--- src/source/audio_pkg.sv ---
package audio_pkg;

  // Sample and frame geometry
  localparam int sample_w   = 8;  // Unsigned ADC/DAC sample width
  localparam int frame_bits = 16; // Bit clock periods per I2S frame

  // Unsigned midpoint of a sample, also the silence level
  localparam logic [sample_w-1:0] centre = 8'd128;

  // Effect select codes, code 3 is unused
  typedef enum logic [1:0] {
    fx_bypass = 2'd0, // Sample passes unchanged
    fx_gate   = 2'd1, // Noise gate around centre
    fx_echo   = 2'd2  // Mix with a delayed sample
  } effect_e;

  // Mic side sample, rx to effect and effect to volume
  typedef struct packed {
    logic [sample_w-1:0] sample; // Unsigned, centre is silence
  } mic_sample_t;

  // Speaker side sample, volume to tx
  typedef struct packed {
    logic                muted;  // Word produced under mute
    logic [sample_w-1:0] sample; // Unsigned, offset restored
  } spk_sample_t;

  // Frame layout
  //   bits 0..7   ws low, sample MSB first
  //   bits 8..15  ws high, ignored on input, zero on output
  // Word select is the top bit of the 4-bit bit counter

  // Stage links carry struct + valid + ready
  // Transfer happens when valid and ready are high together
  // Upstream holds data steady until it is taken

  // Centred arithmetic in the effect and volume stages uses
  // sample - centre as a signed value one bit wider than a sample

endpackage

--- src/source/clk_divider.sv ---
`timescale 1ns/1ns

module clk_divider #(
  parameter int div_count = 7 // Half period of bclk in hwclk cycles
) (
  input  logic hwclk,
  input  logic rst_n,
  output logic bclk,      // Divided serial bit clock
  output logic bclk_rise, // One hwclk cycle, bclk just went high
  output logic bclk_fall  // One hwclk cycle, bclk just went low
);

  localparam int cnt_w = (div_count > 1) ? $clog2(div_count) : 1;
  localparam logic [cnt_w-1:0] cnt_last = cnt_w'(div_count - 1);

  logic [cnt_w-1:0] cnt; // hwclk cycles into this half period
  logic             tick; // Last cycle of the half period

  assign tick = (cnt == cnt_last);

  always_ff @(posedge hwclk) begin
    if (!rst_n) begin
      cnt       <= '0;
      bclk      <= 1'b0; // Idle low, first toggle is a rise
      bclk_rise <= 1'b0;
      bclk_fall <= 1'b0;
    end else begin
      bclk_rise <= 1'b0; // Strobes last one cycle only
      bclk_fall <= 1'b0;
      if (tick) begin
        cnt       <= '0;
        bclk      <= ~bclk;
        bclk_rise <= ~bclk; // Aligned with the new bclk level
        bclk_fall <= bclk;
      end else begin
        cnt <= cnt + 1'b1;
      end
    end
  end

  // High half of bclk lasts div_count hwclk cycles
  a_half_period: assert property (@(posedge hwclk) disable iff (!rst_n)
    bclk_rise |-> ##div_count bclk_fall);

endmodule

--- src/source/i2s_receiver.sv ---
`timescale 1ns/1ns

module i2s_receiver import audio_pkg::*; (
  input  logic        hwclk,
  input  logic        rst_n,
  input  logic        bclk_rise,     // Sample point for adc data
  input  logic        bclk_fall,     // Bit boundary, ws changes here
  input  logic        adc_serial_in, // From mic ADC, MSB first
  input  logic        out_ready,
  output logic        ws,            // Word select to the ADC
  output mic_sample_t out_data,
  output logic        out_valid,
  output logic        overrun        // Sticky, a sample was lost
);

  localparam int cnt_w = $clog2(frame_bits);

  logic [cnt_w-1:0]    bit_cnt;   // Bit index within frame
  logic [sample_w-2:0] shift_q;   // First seven sample bits
  logic                frame_end; // Rise that samples the last bit
  logic                in_word;   // Bits 0..7 of the frame

  assign in_word   = (bit_cnt < cnt_w'(sample_w));
  assign frame_end = bclk_rise && (bit_cnt == cnt_w'(sample_w - 1));
  assign ws        = bit_cnt[cnt_w-1]; // High for the second half

  // Frame position, advances on each falling edge
  always_ff @(posedge hwclk) begin
    if (!rst_n) begin
      bit_cnt <= '0;
    end else if (bclk_fall) begin
      bit_cnt <= bit_cnt + 1'b1; // Wraps at frame_bits
    end
  end

  // Serial capture
  always_ff @(posedge hwclk) begin
    if (bclk_rise && in_word) begin
      shift_q <= {shift_q[sample_w-3:0], adc_serial_in};
    end
  end

  // Output buffer, newest frame wins
  always_ff @(posedge hwclk) begin
    if (frame_end) begin
      out_data.sample <= {shift_q, adc_serial_in}; // Full word
    end
  end

  always_ff @(posedge hwclk) begin
    if (!rst_n) begin
      out_valid <= 1'b0;
      overrun   <= 1'b0;
    end else begin
      if (frame_end) begin
        out_valid <= 1'b1; // Visible one cycle after the rise
        if (out_valid && !out_ready) begin
          overrun <= 1'b1; // Old word replaced before it was taken
        end
      end else if (out_ready) begin
        out_valid <= 1'b0;
      end
    end
  end

  // Held word stays offered, and only moves when overrun flags the loss
  a_hold_data: assert property (@(posedge hwclk) disable iff (!rst_n)
    (out_valid && !out_ready) |=> (out_valid && ($stable(out_data) || overrun)));

endmodule

--- src/source/audio_effect.sv ---
`timescale 1ns/1ns

module audio_effect import audio_pkg::*; #(
  parameter int gate_level = 12, // Gate threshold around centre
  parameter int echo_depth = 8   // Echo delay in accepted samples
) (
  input  logic        hwclk,
  input  logic        rst_n,
  input  effect_e     effect,    // Sampled on acceptance
  input  mic_sample_t in_data,
  input  logic        in_valid,
  input  logic        out_ready,
  output logic        in_ready,
  output mic_sample_t out_data,
  output logic        out_valid
);

  localparam int ptr_w = (echo_depth > 1) ? $clog2(echo_depth) : 1;
  localparam logic [ptr_w-1:0] ptr_last = ptr_w'(echo_depth - 1);

  logic [sample_w-1:0]       dline [echo_depth]; // Circular delay line
  logic [ptr_w-1:0]          wr_ptr;  // Oldest entry, overwritten next
  logic                      primed;  // Delay line has wrapped once
  logic [sample_w-1:0]       old_s;   // Sample echo_depth back
  logic                      accept;
  logic signed [sample_w:0]   cur_c;  // Current sample, centred
  logic signed [sample_w:0]   old_c;  // Delayed sample, centred
  logic        [sample_w:0]   cur_mag; // Distance from centre
  logic signed [sample_w+1:0] echo_sum;
  logic signed [sample_w+1:0] echo_half;
  logic [sample_w-1:0]       fx_out;  // Result for this sample

  assign in_ready = !out_valid || out_ready; // Empty or draining
  assign accept   = in_valid && in_ready;

  // Unwritten entries read back as silence
  assign old_s = primed ? dline[wr_ptr] : centre;

  always_comb begin
    cur_c     = $signed({1'b0, in_data.sample}) - $signed({1'b0, centre});
    old_c     = $signed({1'b0, old_s}) - $signed({1'b0, centre});
    cur_mag   = (cur_c < 0) ? -cur_c : cur_c;
    echo_sum  = cur_c + old_c;    // Range -256..254
    echo_half = echo_sum >>> 1;   // Back into sample range
    case (effect)
      fx_gate: begin
        if (cur_mag < gate_level) begin
          fx_out = centre; // Inside the band, squelch
        end else begin
          fx_out = in_data.sample;
        end
      end
      fx_echo: fx_out = echo_half[sample_w-1:0] + centre; // Restore offset
      default: fx_out = in_data.sample; // Bypass
    endcase
  end

  // Delay line, fed in every mode
  always_ff @(posedge hwclk) begin
    if (accept) begin
      dline[wr_ptr] <= in_data.sample;
    end
  end

  always_ff @(posedge hwclk) begin
    if (!rst_n) begin
      wr_ptr <= '0;
      primed <= 1'b0;
    end else if (accept) begin
      if (wr_ptr == ptr_last) begin
        wr_ptr <= '0;
        primed <= 1'b1; // Every entry now holds a real sample
      end else begin
        wr_ptr <= wr_ptr + 1'b1;
      end
    end
  end

  // Output register
  always_ff @(posedge hwclk) begin
    if (accept) begin
      out_data.sample <= fx_out;
    end
  end

  always_ff @(posedge hwclk) begin
    if (!rst_n) begin
      out_valid <= 1'b0;
    end else if (accept) begin
      out_valid <= 1'b1;
    end else if (out_ready) begin
      out_valid <= 1'b0;
    end
  end

  // Code 3 is never driven from the top
  a_effect_code: assert property (@(posedge hwclk) disable iff (!rst_n)
    accept |-> effect inside {fx_bypass, fx_gate, fx_echo});

endmodule

--- src/source/volume_shifter.sv ---
`timescale 1ns/1ns

module volume_shifter import audio_pkg::*; (
  input  logic        hwclk,
  input  logic        rst_n,
  input  logic [1:0]  volume,   // 3 is full scale
  input  logic        mute,
  input  mic_sample_t in_data,
  input  logic        in_valid,
  input  logic        out_ready,
  output logic        in_ready,
  output spk_sample_t out_data,
  output logic        out_valid
);

  logic                     accept;
  logic [1:0]               shamt;   // Attenuation as a right shift
  logic signed [sample_w:0] cur_c;   // Centred input
  logic signed [sample_w:0] scaled;  // Centred, attenuated
  logic [sample_w-1:0]      vol_out; // Offset restored

  assign in_ready = !out_valid || out_ready;
  assign accept   = in_valid && in_ready;
  assign shamt    = 2'd3 - volume;

  always_comb begin
    cur_c  = $signed({1'b0, in_data.sample}) - $signed({1'b0, centre});
    scaled = cur_c >>> shamt; // Keeps sign for negative values
    if (mute) begin
      vol_out = centre; // Silence
    end else begin
      vol_out = scaled[sample_w-1:0] + centre;
    end
  end

  // Output register, controls captured with the sample
  always_ff @(posedge hwclk) begin
    if (accept) begin
      out_data.sample <= vol_out;
      out_data.muted  <= mute; // Drives tx standby
    end
  end

  always_ff @(posedge hwclk) begin
    if (!rst_n) begin
      out_valid <= 1'b0;
    end else if (accept) begin
      out_valid <= 1'b1;
    end else if (out_ready) begin
      out_valid <= 1'b0;
    end
  end

endmodule

--- src/source/i2s_transmitter.sv ---
`timescale 1ns/1ns

module i2s_transmitter import audio_pkg::*; (
  input  logic        hwclk,
  input  logic        rst_n,
  input  logic        bclk,           // Shared bit clock
  input  logic        bclk_fall,      // Bit boundary for DAC data
  input  logic        dac_en,         // Low puts the DAC in standby
  input  spk_sample_t in_data,
  input  logic        in_valid,
  output logic        in_ready,       // One cycle per frame at most
  output logic        dac_serial_out, // MSB first
  output logic        ws_out,
  output logic        bclk_out,
  output logic        standby
);

  localparam int cnt_w = $clog2(frame_bits);
  localparam logic [cnt_w-1:0] cnt_last = cnt_w'(frame_bits - 1);

  logic [cnt_w-1:0]    bit_cnt;  // Bit currently on the line
  logic [cnt_w-1:0]    next_cnt;
  logic [sample_w-2:0] shift_q;  // Bits still to send
  logic                ws_q;
  logic                muted_q;  // Word on the line was muted
  logic                load;     // Fall that opens bit 0
  spk_sample_t         word;     // Sample taken this frame

  assign next_cnt = bit_cnt + 1'b1;
  assign load     = bclk_fall && (bit_cnt == cnt_last);
  assign in_ready = load && dac_en; // No pull during standby

  // Silence when nothing is waiting
  assign word = (in_valid && in_ready) ? in_data : '{muted: 1'b0, sample: centre};

  // DAC side gating
  assign bclk_out = bclk && dac_en;
  assign ws_out   = ws_q && dac_en;
  assign standby  = !dac_en || muted_q;

  always_ff @(posedge hwclk) begin
    if (!rst_n) begin
      bit_cnt        <= cnt_last; // First fall starts a frame
      ws_q           <= 1'b0;
      dac_serial_out <= 1'b0;
      muted_q        <= 1'b0;
    end else if (bclk_fall) begin
      bit_cnt <= next_cnt;
      ws_q    <= next_cnt[cnt_w-1]; // High for bits 8..15
      if (load) begin
        dac_serial_out <= word.sample[sample_w-1];
        muted_q        <= word.muted;
      end else if (next_cnt < cnt_w'(sample_w)) begin
        dac_serial_out <= shift_q[sample_w-2]; // Next bit down
      end else begin
        dac_serial_out <= 1'b0; // Pad half of the frame
      end
    end
  end

  always_ff @(posedge hwclk) begin
    if (load) begin
      shift_q <= word.sample[sample_w-2:0];
    end else if (bclk_fall) begin
      shift_q <= {shift_q[sample_w-3:0], 1'b0};
    end
  end

  // Waiting word stays put until the frame boundary pulls it
  a_in_hold: assert property (@(posedge hwclk) disable iff (!rst_n)
    (in_valid && !in_ready) |=> (in_valid && $stable(in_data)));

endmodule

--- src/source/walkie_audio_top.sv ---
`timescale 1ns/1ns

module walkie_audio_top import audio_pkg::*; #(
  parameter int div_count  = 7,  // bclk half period in hwclk cycles
  parameter int gate_level = 12, // Noise gate threshold
  parameter int echo_depth = 8   // Echo delay in samples
) (
  input  logic       hwclk,
  input  logic       rst_n,
  input  logic       adc_serial_in,  // From mic ADC
  input  effect_e    effect,         // Effect select
  input  logic [1:0] volume,
  input  logic       mute,
  input  logic       dac_en,         // Speaker DAC enable
  output logic       ws,             // Word select to mic ADC
  output logic       dac_serial_out, // To speaker DAC
  output logic       ws_out,         // Word select to DAC
  output logic       bclk_out,       // Gated bit clock to DAC
  output logic       standby,        // DAC standby request
  output logic       overrun         // Sticky sample loss flag
);

  logic bclk, bclk_rise, bclk_fall; // Shared serial timing

  mic_sample_t rx_to_fx_data;  // Receiver to effect
  logic        rx_to_fx_valid, rx_to_fx_ready;
  mic_sample_t fx_to_vol_data; // Effect to volume
  logic        fx_to_vol_valid, fx_to_vol_ready;
  spk_sample_t vol_to_tx_data; // Volume to transmitter
  logic        vol_to_tx_valid, vol_to_tx_ready;

  clk_divider #(.div_count(div_count)) u_div (
    .hwclk(hwclk), .rst_n(rst_n),
    .bclk(bclk), .bclk_rise(bclk_rise), .bclk_fall(bclk_fall));

  i2s_receiver u_rx (
    .hwclk(hwclk), .rst_n(rst_n), // From top
    .bclk_rise(bclk_rise), .bclk_fall(bclk_fall), // From divider
    .adc_serial_in(adc_serial_in), .out_ready(rx_to_fx_ready),
    .ws(ws), .out_data(rx_to_fx_data), .out_valid(rx_to_fx_valid),
    .overrun(overrun));

  audio_effect #(.gate_level(gate_level), .echo_depth(echo_depth)) u_fx (
    .hwclk(hwclk), .rst_n(rst_n), .effect(effect),
    .in_data(rx_to_fx_data), .in_valid(rx_to_fx_valid), .in_ready(rx_to_fx_ready),
    .out_data(fx_to_vol_data), .out_valid(fx_to_vol_valid), .out_ready(fx_to_vol_ready));

  volume_shifter u_vol (
    .hwclk(hwclk), .rst_n(rst_n), .volume(volume), .mute(mute),
    .in_data(fx_to_vol_data), .in_valid(fx_to_vol_valid), .in_ready(fx_to_vol_ready),
    .out_data(vol_to_tx_data), .out_valid(vol_to_tx_valid), .out_ready(vol_to_tx_ready));

  i2s_transmitter u_tx (
    .hwclk(hwclk), .rst_n(rst_n), // From top
    .bclk(bclk), .bclk_fall(bclk_fall), .dac_en(dac_en), // Same divider as rx
    .in_data(vol_to_tx_data), .in_valid(vol_to_tx_valid), .in_ready(vol_to_tx_ready),
    .dac_serial_out(dac_serial_out), .ws_out(ws_out), .bclk_out(bclk_out),
    .standby(standby)); // To DAC

endmodule

--- config.mk ---
export PLATFORM = sky130hd
export DESIGN_NAME = walkie_audio_top
export DESIGN_NICKNAME = d
export VERILOG_FILES = /design/src/source/audio_pkg.sv /design/src/source/clk_divider.sv /design/src/source/i2s_receiver.sv /design/src/source/audio_effect.sv /design/src/source/volume_shifter.sv /design/src/source/i2s_transmitter.sv /design/src/source/walkie_audio_top.sv
export SDC_FILE = /design/constraint.sdc
export NUM_CORES = 1
export LEC_CHECK = 0
export ABC_AREA = 1
export BUFFER_PORTS_ARGS = -buffer_cell sky130_fd_sc_hd__buf_2
export CORE_AREA = 2 2 105 107
export CTS_CLUSTER_SIZE = 24
export DETAILED_ROUTE_END_ITERATION = 7
export DIE_AREA = 0 0 107 109
export HOLD_SLACK_MARGIN = 0.15
export PLACE_DENSITY = 0.73
export SLEW_MARGIN = 40
export SYNTH_ARGS = -nofsm -noshare
export SYNTH_HDL_FRONTEND = slang
export SYNTH_SLANG_ARGS = --single-unit
--- constraint.sdc ---
create_clock -name hwclk -period 2.6 [get_ports hwclk]
set_clock_uncertainty 0.05 [all_clocks]
set_input_delay 0.65 -clock hwclk [delete_from_list [all_inputs] [get_ports hwclk]]
set_output_delay 0.65 -clock hwclk [all_outputs]
set_load 0.05 [all_outputs]
; ---- Yosys cells after proc, flatten, opt, wreduce, memory -nomap -nowiden
; Memories as Yosys holds them, arrays and structs flattened. A register that Yosys moved wholly into a read port is not among the register bits.
; Index checks and enable logic that the tools add are counted.
[classes]
addsub = 12
n_mul = 0
n_div = 0
magnitude_cmp = 4
n_eq_ne = 6
n_shift = 1
muxes = 20
bitwise_logic = 2
reduce_logical = 26
[ops]
columns = cell, n
row1 = subtractor 8 x 8 -> 9 bit (second input constant), 3
row2 = 2-to-1 mux 9 bit, 2
row3 = adder 8 bit (second input constant), 2
row4 = 2-to-1 mux 8 bit, 2
row5 = one-hot mux 8 bit (2 select lines), 1
row6 = 2-to-1 mux 7 bit, 2
row7 = logical AND 1 bit, 10
row8 = 2-to-1 mux 1 bit, 10
row9 = adder 9 bit, 1
row10 = < comparator 9 x 1 -> 1 bit (second input constant), 1
row11 = < comparator 9 x 4 -> 1 bit (second input constant), 1
row12 = 2-to-1 mux 3 bit, 3
row13 = negator 9 bit, 1
row14 = >>> shifter 9 x 2 -> 8 bit, 1
row15 = adder 4 x 1 -> 4 bit (second input constant), 2
row16 = < comparator 4 bit (second input constant), 2
row17 = AND reduction 2 bit, 4
row18 = nonzero test 2 bit, 4
row19 = adder 3 x 1 -> 3 bit (second input constant), 2
row20 = == test 3 bit (second input constant), 2
row21 = == test 4 x 3 -> 1 bit (second input constant), 1
row22 = == test 4 bit (second input constant), 1
row23 = logical NOT 1 bit, 4
row24 = logical OR 1 bit, 3
row25 = other kinds (5), 6
[word_totals]
regBits = 64
latchBits = 0
ram_bits = 64
mem_bits_ro = 0
in_bits = 9
output_inout_bits = 6
word_cells = 93
n_memories = 1
[mem_list]
columns = name, depth, width, read_ports, rd_ports_with_merged_regs, wr, line_no
row1 = u_fx.dline, 8, 8, 1, 1, 1, audio_effect.sv:21  ; logic [sample_w-1:0] dline [echo_depth];

; ---- Logic depth before layout (Yosys ltp)
; Gate-level depths: netlist (run 1).
[logic_depth]
ltp_word = 8
ltp_mapped = 15
mapped_depth_nobuf = 14

; ---- Cells and area by module
; A second synthesis (run 1) with hierarchy kept.
[unflattened]
hier_cells = 558
hier_area_um2 = 5820.6
[by_module_without_submodules]
columns = module, n_inst, cells_per_inst, area_each_um2, seq_area_each_um2
row1 = audio_effect, 1, 336, 3647.2, 2322.2
row2 = i2s_receiver, 1, 53, 714.4, 570.5
row3 = i2s_transmitter, 1, 77, 689.4, 350.3
row4 = volume_shifter, 1, 66, 546.8, 290.3
row5 = clk_divider, 1, 26, 222.7, 120.1

; ---- Worst setup path before layout (run 1)
; OpenSTA, ideal clock, no wires.
[synth_path]
path_type = flip-flop to flip-flop
start = register (tool-made name)
end = register u_fx.out_data[6] in the netlist's numbering, data pin
setup_time_ps = 260
t_arrival_ps = 2182
required_ps = 2290
path_slack_ps = 108
path_stages_with_launch = 15
path_buffers = 1
period_less_slack_ps = 2492
path_cell_list = dfxtp_1 > inv_1 > clkbuf_1 > o21ai_0 > o22ai_1 > nor2_1 > nor2_1 > ha_1 > ha_1 > inv_1 > fa_1 > inv_1 > nand4_1 > a31oi_1 > o21ai_0
[synth_lines]
columns = element, line_no
row1 = "end, declared", audio_effect.sv:14  ; output mic_sample_t out_data,

==> results of run 1 <==
==> cells in the mapped netlist, types with 3 or more instances <==
| cell type | count |
|---|---|
| buf_2 | 5 |
| clkbuf_1 | 9 |
| nand3_1 | 23 |
| ha_1 | 22 |
| mux2i_1 | 4 |
| inv_1 | 50 |
| a21oi_1 | 19 |
| nor2_1 | 69 |
| nor2_2 | 4 |
| dfxtp_1 | 28 |
| o21ai_0 | 47 |
| nor3_1 | 5 |
| a22o_1 | 6 |
| or2_2 | 3 |
| edfxtp_1 | 103 |
| o22ai_1 | 16 |
| nand2_1 | 77 |
==> layout make-up <==
| class | instances | area, sq um |
|---|---|---|
| sequential | 131 | 3660 |
| tap | 140 | 175 |
| multi-input combinational | 319 | 1840 |
| clock buffer | 19 | 422 |
| timing repair buffer | 52 | 387 |
| inverter | 50 | 191 |
| fill | 791 | 3730 |
| clock inverter | 13 | 196 |
==> cells by family after synthesis <==
family                     synth area share, %
xor gates and xnor gates                 0.466
DFF                                       64.8
AOI/OAI and AO/OA                         9.98
buffers and inverters                     4.37
and+or+nand+nor                           14.5
muxes                                    0.710
adders and majority gates                 5.24
==> per-layer routing <==
metal / share of wire (%) / wire length, um / track usage, %
met1: 43 / 5270 / 28.2
met2: 50 / 6140 / 37.4
met3: 4.8 / 587 / 6.93
met4: 1.6 / 194 / 8.16
met5: 0 / 0 / 0
==> registers in the layout, summed over array words and instances (netlist names), 3 cells and up, named ones only <==
signal          cells
u_fx.dline         64
u_vol.out_data      9
u_fx.out_data       8
u_rx.out_data       8
u_rx.shift_q        7
u_tx.shift_q        7
u_rx.bit_cnt        4
u_tx.bit_cnt        4
u_div.cnt           3
u_fx.wr_ptr         3
==> metrics by stage <==
step / instances / power (W)
after floorplan: 514 / 0.00233
after global placement: 684 / 0.00235
after detailed placement: 684 / 0.00235
after CTS: 720 / 0.00483
after global routing: 724 / 0.00493
final: 724 / 0.00480
==> power groups by stage <==
stage,registers [W],clock network [W],logic (W)
after floorplan,0.00229,0,0.0000472
after global placement,0.00229,0,0.0000643
after detailed placement,0.00229,0,0.0000670
after global routing,0.00224,0.00261,0.0000781
after CTS,0.00224,0.00252,0.0000678
final,0.00224,0.00249,0.0000688
==> worst max-delay path, cell delays in order (launching register included) <==
cell        delay, ns
dfxtp_2          0.36
clkinvlp_4       0.18
buf_4            0.21
o21ai_0          0.08
o22ai_1          0.14
o21ai_1          0.15
nor2_1           0.09
ha_1             0.34
ha_4             0.29
nand3_1          0.09
a31oi_1          0.19
o21ai_0          0.12
nand3_1          0.11
nand2_1          0.05
==> what timing repair did <==
action | CTS | global route
hold buffers | 0 | 0
setup buffers | 4 | 3
cloned | 0 | 1
pin swaps | 6 | 12
resized for setup | 18 | 25
endpoints found under the setup margin | 7 | 7
==> final timing paths <==
path,startpoint,to,slack (ns),cells after the start
setup / recovery,flip-flop,u_fx.out_data[5]$_DFFE_PP_,-0.09,13
hold / removal,adc_serial_in,u_rx.out_data[0]$_DFFE_PP_,0.28,1
setup reg to reg,flip-flop,u_fx.out_data[5]$_DFFE_PP_,-0.09,13
hold reg to reg,u_rx.shift_q[6]$_DFFE_PP_,u_rx.out_data[7]$_DFFE_PP_,0.38,0
==> metrics.md, run 1 <==
| Metric | Value |
|---|---|
| Status | `complete, but fails checks` |
| Failing checks | `setup timing` |
| Synth Instances | `514` |
| Drt pass-1 iters | `6` |
| Initial antenna violation count | `0` |
| Fmax | `371 MHz` |
| Htree depth | `4` |
| Netlist cell types | `36` |
| Place WS | `-0.226 ns` |
| Number of synthesized flops with an enable pin | `just over 100` |
| # IOs | `15` |
| Switching Share | `about 20%` |
| Internal | `0.00384 W` |
| Vias per cell | `around 5.4` |
| Global-route wire length before repair | `19,400 um` |
| CTS tree | `built` |
| Final Critical Period | `2.69 ns` |
| CP Data Arrival Time | `2.91 ns` |
| Max FO, Critical Path | `7` |
| Ys Warns | `0` |
| Worst-path clk slew | `0.06 ns` |
| N_diodes | `0` |
| CP Data Required Time | `2.82 ns` |
| Total Nets Final | `603` |
| Clock Power Share | `51.9%` |
| Fin Hold WS | `0.276 ns` |
| Buffers on Ports | `14` |
| Post-synth ARST share | `0%` |
| Clock insertion delay at the later pin of the skew report | `0.52 ns` |
| CTS Buffer Depth | `2` |
| Commonest non-fill, non-tap cell in the layout | `edfxtp_1` |
| Mapped Nets | `roughly 550` |
| Final period util | `104%` |
| 1st-iter DRT viols | `between 400 and 500` |
| Setup TNS | `-0.245 ns` |
| P_sw | `0.000963 W` |
| Wire per inst | `~17 um` |
| Setup violations, final | `4` |
| Gr usage total | `22.6%` |
| Post-DP Area | `around 6000 sq um` |
| Core ar. | `approximately 11,000 sq um` |
| Min-delay worst type | `input pin to flip-flop` |
| Max-Cap Viols | `0` |
| RSZ-0062 raised after global routing | `yes` |
| Synthesized flop and latch total | `131` |
| Post-route cell area | `approximately 6900 sq um` |
| Syn_area_per_cell | `11.0 sq um` |
| Worst setup EP type | `flip-flop` |
| Leading area contributor after synthesis | `edfxtp_1` |
| Root buffer cell | `clkbuf_8` |
| Area grow syn2layout | `21.8%` |
| Vias in the first global route | `3,810` |
| Comb pwr share | `1.4%` |
| Ys flop type | `edfxtp_1` |
| Pwr per Cell Area | `about 700 nW/um^2` |
| Initial Util | `53.2%` |
| Residual DRC | `0` |
| Largest net degree at the start of global routing | `18` |
| Mapped cell area | `between 5000 and 6000 sq um` |
| CTS buffer count | `17` |
| Max IR drop VDD | `around 530 uV` |
| Final WS setup | `-0.0933 ns` |
| Standard-cell rows | `38` |
| Fin util | `64.8%` |
| Setup CP Type | `flip-flop to flip-flop` |
| Hold Vio Cnt, Final | `0` |
| Clock Sink Count | `131` |
| CP Launch Type | `flip-flop` |
| Synth area leaders | `edfxtp_1, dfxtp_1, nand2_1` |
| Power share of the sequential group | `46.7%` |
| Slew headroom | `between 60% and 70%` |
| Post-route ant nets | `0` |
| Final RePlAce weighted congestion | `0.952` |
| Gr ovfl total | `0` |
| Final WL | `around 12,000 um` |
| Max-slew violation count | `0` |
| P_leak | `2.68 nW` |
| Die Span X | `107 um` |
| Share of cells above drive strength 1 | `20.0%` |
| Die ar. | `11,700 sq um` |
| Area share of the largest cell type after synthesis | `between 50% and 60%` |
| Post-DP HPWL | `7770 um` |
| Die Span Y | `109 um` |
| Sequential cell area fraction in the yosys report | `64.8%` |
| Commonest non-fill, non-tap cells in the layout | `edfxtp_1, nand2_1, nor2_1, inv_1, o21ai_0` |
| Tightest Pin Transition | `0.550 ns` |
| Routed vias | `3,924` |
Note: power is estimated with default switching activity, not from simulation.
==> run 2, diff against run 1 <==
- RECOVER_POWER: not set -> 50
==> metrics.md, run 2 (synthesis gave the netlist of run 1 again) <==
| Metric | Value |
|---|---|
| CP Data Arrival Time | `2.92 ns (was 2.91 ns)` |
| Residual DRC | `0 (unchanged)` |
| Vias per cell | `5.46 (was 5.42)` |
| Largest stage delay on the critical path | `0.36 ns (about the same)` |
| Die ar. | `11,700 sq um (unchanged)` |
| Max FO, Critical Path | `7 (unchanged)` |
| Failing checks | `setup timing (unchanged)` |
| Final WS setup | `-0.0988 ns (was -0.0933 ns)` |
| CP Buf/Inv Count | `2 (unchanged)` |
| Setup violations, final | `4 (unchanged)` |
| Die Span X | `107 um (unchanged)` |
| Commonest non-fill, non-tap cell in the layout | `edfxtp_1 (unchanged)` |
| Htree depth | `4 (unchanged)` |
| Final RePlAce weighted congestion | `0.952 (unchanged)` |
| Initial antenna violation count | `0 (unchanged)` |
| Final period util | `104% (about the same)` |
| Final WL | `12,200 um (about the same)` |
| Status | `complete, but fails checks (unchanged)` |
| RSZ-0062 raised after global routing | `yes (unchanged)` |
| CTS buffer count | `17 (unchanged)` |
| Min-delay worst type | `input pin to flip-flop (unchanged)` |
| Post-Layout Cell Count | `724 (unchanged)` |
| Buffers on Ports | `14 (unchanged)` |
| # IOs | `15 (unchanged)` |
| Worst hold start | `adc_serial_in (unchanged)` |
| Power share of the sequential group | `46.7% (about the same)` |
| Vias in the first global route | `3,810 (unchanged)` |
| Commonest non-fill, non-tap cells in the layout | `edfxtp_1, nand2_1, nor2_1, inv_1, o21ai_0 (unchanged)` |
| Inst Count DP | `684 (unchanged)` |
| Slowest-stage cell, CP | `dfxtp_2 (unchanged)` |
| Wire per inst | `16.9 um (was 16.8 um)` |
| Largest registers | `u_fx.dline: 64 flops, u_vol.out_data: 9 flops (unchanged)` |
| Worst-path cell chain | `clkinvlp_4, buf_4, o21ai_0, o22ai_1, o21ai_1, nor2_1, ha_1, ha_4, nand3_1, a31oi_1, o21ai_0, nand3_1, nand2_1 (unchanged)` |
| Clock Sink Count | `131 (unchanged)` |
| Internal | `0.00384 W (about the same)` |
| Pwr per Cell Area | `704 nW/um^2 (was 699 nW/um^2)` |
| Gr usage total | `22.6% (unchanged)` |
| Post-route ant nets | `0 (unchanged)` |
| Largest register FFs | `64 (unchanged)` |
| Standard-cell rows | `38 (unchanged)` |
| CP Data Required Time | `2.82 ns (about the same)` |
| Max-Cap Viols | `0 (unchanged)` |
| Tightest Pin Transition | `0.742 ns (was 0.550 ns)` |
| CTS tree | `built (unchanged)` |
| Reg with most FFs | `u_fx.dline (unchanged)` |
| Post-DP HPWL | `7770 um (unchanged)` |
| Worst setup EP type | `flip-flop (unchanged)` |
| Slew headroom | `50.5% (was 63.3%)` |
| 1st-iter DRT viols | `507 (was 491)` |
| Share of cells above drive strength 1 | `17.3% (was 20.0%)` |
| Worst-path clk slew | `0.06 ns (about the same)` |
| CP Launch Type | `flip-flop (unchanged)` |
| CTS Buffer Depth | `2 (unchanged)` |
| P_leak | `2.63 nW (was 2.68 nW)` |
| Area grow syn2layout | `20.8% (was 21.8%)` |
| Global-route wire length before repair | `19,400 um (unchanged)` |
| Clock Power Share | `51.9% (about the same)` |
| Initial Util | `53.2% (unchanged)` |
| Drt pass-1 iters | `5 (was 6)` |
| Hold Vio Cnt, Final | `0 (unchanged)` |
| Final Critical Period | `2.70 ns (was 2.69 ns)` |
| Die Span Y | `109 um (unchanged)` |
| Max-slew violation count | `0 (unchanged)` |
| Setup CP Type | `flip-flop to flip-flop (unchanged)` |
| Clock insertion delay at the later pin of the skew report | `0.52 ns (about the same)` |
| Place WS | `-0.226 ns (unchanged)` |
| Fmax | `371 MHz (about the same)` |
| Comb pwr share | `1.4% (about the same)` |
| N_diodes | `0 (unchanged)` |
| Delay-heaviest family, CP | `compound AO/OA/AOI/OAI gates (unchanged)` |
| P_sw | `0.000963 W (about the same)` |
| Core ar. | `10,600 sq um (unchanged)` |
| Gr ovfl total | `0 (unchanged)` |
| Switching Share | `20.1% (about the same)` |
| Total Nets Final | `603 (unchanged)` |
| Root buffer cell | `clkbuf_8 (unchanged)` |
| Largest net degree at the start of global routing | `18 (unchanged)` |
| Max IR drop VDD | `528 uV (was 529 uV)` |
| Routed vias | `3,955 (was 3,924)` |
run 2: final timing paths:
path	endpoint	slack (ns)	cells past startpoint
worst max-delay path	u_fx.out_data[5]$_DFFE_PP_	-0.1	13
worst min-delay path	u_rx.out_data[0]$_DFFE_PP_	0.30	1
worst min register to register	u_rx.out_data[7]$_DFFE_PP_	0.38	0
worst max register to register	u_fx.out_data[5]$_DFFE_PP_	-0.1	13
run 2: layer usage:
metal | track usage [%] | part of all wire, % | vias up
li1 | - | - | 1915
met1 | 28.2 | 43 | 1885
met2 | 37.4 | 50 | 133
met3 | 6.93 | 5.4 | 22
met4 | 8.16 | 1.6 | 0
met5 | 0 | 0 | -
run 2: cell type report:
type                            count  area (sq um)
Inverter                           50           191
Timing Repair Buffer               52           344
Sequential cell                   131          3660
Tap cell                          140           175
Clock buffer                       19           422
Clock inverter                     13           196
Multi-Input combinational cell    319          1830
Fill cell                         810          3790
run 2: power by group through the flow:
stage | clock network, W | registers [W] | logic, W
after detailed placement | 0 | 0.00229 | 0.0000670
after CTS | 0.00252 | 0.00224 | 0.0000678
after global routing | 0.00261 | 0.00224 | 0.0000770
after floorplan | 0 | 0.00229 | 0.0000472
after global placement | 0 | 0.00229 | 0.0000643
final | 0.00249 | 0.00224 | 0.0000679
run 2: timing repair:
action,CTS,global route
setup buffers,4,3
hold endpoints to repair,0,0
hold buffers,0,0
gates resized for setup,18,25
pin swaps,6,12
endpoints found under the setup margin,7,7
cloned,0,1
run 2: per-stage QoR:
step / power [W] / utilization [%] / instance area [sq um] / hold slack (ns) / setup TNS, ns
CTS: 0.00483 / 63.9 / 6770 / 0.255 / -0.0353
floorplan: 0.00233 / - / 5640 / 0.350 / 0
global route: 0.00493 / 64.3 / 6810 / 0.290 / -1.05
detailed placement: 0.00235 / 57.1 / 6050 / 0.366 / -0.689
finish: 0.00480 / 64.3 / 6810 / 0.300 / -0.265
global placement: 0.00235 / 57.1 / 6050 / 0.357 / -0.583
==> run 3, diff against run 2 <==
--- a/config.mk
+++ b/config.mk
@@ -14,3 +14,3 @@
 export HOLD_SLACK_MARGIN = 0.15
-export PLACE_DENSITY = 0.73
+export PLACE_DENSITY = 0.7
 export RECOVER_POWER = 50
==> constraint.sdc (replaced) <==
create_clock -name hwclk -period 2.7 [get_ports hwclk]
set_clock_uncertainty 0.05 [all_clocks]
set_input_delay 0.405 -clock hwclk [delete_from_list [all_inputs] [get_ports hwclk]]
set_output_delay 0.405 -clock hwclk [all_outputs]
set_load 0.05 [all_outputs]
==> metrics.md, run 3 (synthesis gave the netlist of run 1 again) <==
| Metric | Value |
|---|---|
| CTS Buffer Depth | `2 (unchanged)` |
| 1st-iter DRT viols | `321 (was 507)` |
| Worst setup EP type | `flip-flop (unchanged)` |
| Wire per inst | `16.7 um (was 16.9 um)` |
| Status | `completed (was complete, but fails checks)` |
| Setup TNS | `0 ns (was -0.265 ns)` |
| Largest net degree at the start of global routing | `33 (was 18)` |
| Commonest non-fill, non-tap cell in the layout | `edfxtp_1 (unchanged)` |
| Max-slew violation count | `0 (unchanged)` |
| Max-Cap Viols | `0 (unchanged)` |
| Reg with most FFs | `u_fx.dline (unchanged)` |
| Setup CP Type | `flip-flop to flip-flop (unchanged)` |
| Drt pass-1 iters | `5 (unchanged)` |
| M1 GR Usage | `28.3% (was 28.2%)` |
| Root buffer cell | `clkbuf_8 (unchanged)` |
| Largest register FFs | `64 (unchanged)` |
| Largest registers | `u_fx.dline: 64 flops, u_vol.out_data: 9 flops (unchanged)` |
| Initial antenna violation count | `0 (unchanged)` |
| Post-DP Area | `6030 sq um (was 6050 sq um)` |
| Pwr per Cell Area | `660 nW/um^2 (was 704 nW/um^2)` |
| Final period util | `98.5% (was 104%)` |
| Area grow syn2layout | `20.8% (about the same)` |
| Tightest Pin Transition | `0.821 ns (was 0.742 ns)` |
| Vias per cell | `5.44 (was 5.46)` |
| CTS buffer count | `17 (unchanged)` |
| Initial Util | `53.2% (unchanged)` |
| Final RePlAce weighted congestion | `0.907 (was 0.952)` |
| Share of cells above drive strength 1 | `16.5% (was 17.3%)` |
| Worst-path clk slew | `0.06 ns (about the same)` |
| Total Power | `0.00449 W (was 0.00480 W)` |
| R2R setup slack | `0.04 ns (was -0.1 ns)` |
| Die Span Y | `109 um (unchanged)` |
| Vias in the first global route | `3,860 (was 3,810)` |
| Post-DP HPWL | `7810 um (was 7770 um)` |
| Residual DRC | `0 (unchanged)` |
| Fmax | `376 MHz (was 371 MHz)` |
| Core ar. | `10,600 sq um (unchanged)` |
| Die Span X | `107 um (unchanged)` |
| Global-route wire length before repair | `19,300 um (was 19,400 um)` |
| Standard-cell rows | `38 (unchanged)` |
| Clock Sink Count | `131 (unchanged)` |
| N_diodes | `0 (unchanged)` |
| Fin Hold WS | `0.194 ns (was 0.300 ns)` |
| Htree depth | `4 (unchanged)` |
| Post-route cell area | `6810 sq um (about the same)` |
| Global-route met2 utilization | `36.5% (was 37.4%)` |
| Worst hold start | `volume[1] (was adc_serial_in)` |
| Final WL | `12,000 um (was 12,200 um)` |
| Total Nets Final | `601 (was 603)` |
| Final Critical Period | `2.66 ns (was 2.70 ns)` |
| Filler cell count | `810 (unchanged)` |
| Clock insertion delay at the later pin of the skew report | `0.53 ns (was 0.52 ns)` |
| Commonest non-fill, non-tap cells in the layout | `edfxtp_1, nand2_1, nor2_1, inv_1, o21ai_0 (unchanged)` |
| CP Launch Type | `flip-flop (unchanged)` |
| Post-route ant nets | `0 (unchanged)` |
| Grt peak-use layer | `met2 (unchanged)` |
| Gr usage total | `22.5% (was 22.6%)` |
| CP Data Required Time | `2.93 ns (was 2.82 ns)` |
| Max IR drop VDD | `588 uV (was 528 uV)` |
| RSZ-0062 raised after global routing | `yes (unchanged)` |
| CTS tree | `built (unchanged)` |
| Hold Vio Cnt, Final | `0 (unchanged)` |
| P_leak | `2.63 nW (about the same)` |
| Max FO, Critical Path | `7 (unchanged)` |
| Setup violations, final | `0 (was 4)` |
| Routed vias | `3,919 (was 3,955)` |
| Min-delay worst type | `input pin to flip-flop (unchanged)` |
| CP Data Arrival Time | `2.89 ns (was 2.92 ns)` |
| Die ar. | `11,700 sq um (unchanged)` |
| Grt met3 use | `5.68% (was 6.93%)` |
| # IOs | `15 (unchanged)` |
| Gr ovfl total | `0 (unchanged)` |
| Buffers on Ports | `14 (unchanged)` |
| Slew headroom | `45.2% (was 50.5%)` |
run 3: cell count changes in the layout (fill, tap and decap cells not counted), moves of 4 or more:
cell | before | now
inv_6 | 5 | 0
clkinv_1 | 0 | 5
clkbuf_1 | 16 | 12
buf_4 | 21 | 17
run 3: per-stage QoR:
step | setup WS (ns) | utilization, % | std cells
floorplan | 0.208 | - | 514
global placement | -0.0428 | 56.9 | 680
detailed placement | -0.0920 | 56.9 | 680
CTS | 0.00277 | 62.9 | 716
global route | -0.0811 | 64.3 | 721
finish | 0.0409 | 64.3 | 721
run 3: worst paths after layout:
kind | to | depth (start not counted)
worst min-delay path | u_vol.out_data[6]$_SDFFCE_PP0P_ | 4
worst max-delay path | u_fx.out_data[6]$_DFFE_PP_ | 13
worst min register to register | u_rx.out_data[7]$_DFFE_PP_ | 0
worst max register to register | u_fx.out_data[6]$_DFFE_PP_ | 13
run 3: cell type report:
class,count,area [sq um],share of cell area (%)
timing repair buffer,49,357,5.23
sequential,131,3660,53.7
multi-input combinational,319,1840,27.0
clock inverter,14,169,2.48
clock buffer,17,414,6.08
inverter,50,191,2.81
tap,140,175,2.57
timing repair inverter,1,7.51,0.110
run 3: report_power, final:
part	internal [W]	switching (W)	leakage [nW]
Clock	0.00147	0.000795	0.281
Sequential	0.00216	0.00000288	1.15
Combinational	0.0000260	0.0000447	1.20
run 3: worst max-delay path, cell delays in order (launching register included):
cell and delay (ns):
dfxtp_4 0.38, clkinvlp_4 0.17, buf_4 0.18, o21ai_0 0.07, o22ai_1 0.10, o21ai_0 0.15, nor2_1 0.10, ha_1 0.32
inv_1 0.08, fa_2 0.40, inv_2 0.07, nand4_1 0.11, a31oi_1 0.18, o21ai_1 0.07
run 3: timing repair:
item,CTS,global route
pin swaps,0,7
cloned,1,1
hold buffers,3,0
hold endpoints to repair,11,0
setup buffers,1,4
resized for setup,5,35
setup endpoints to repair,4,6
run 3: routing by layer:
layer / up-vias / part of all wire (%)
li1: 1903 / -
met1: 1858 / 43
met2: 135 / 49
met3: 23 / 6.0
met4: 0 / 2.7
met5: - / 0
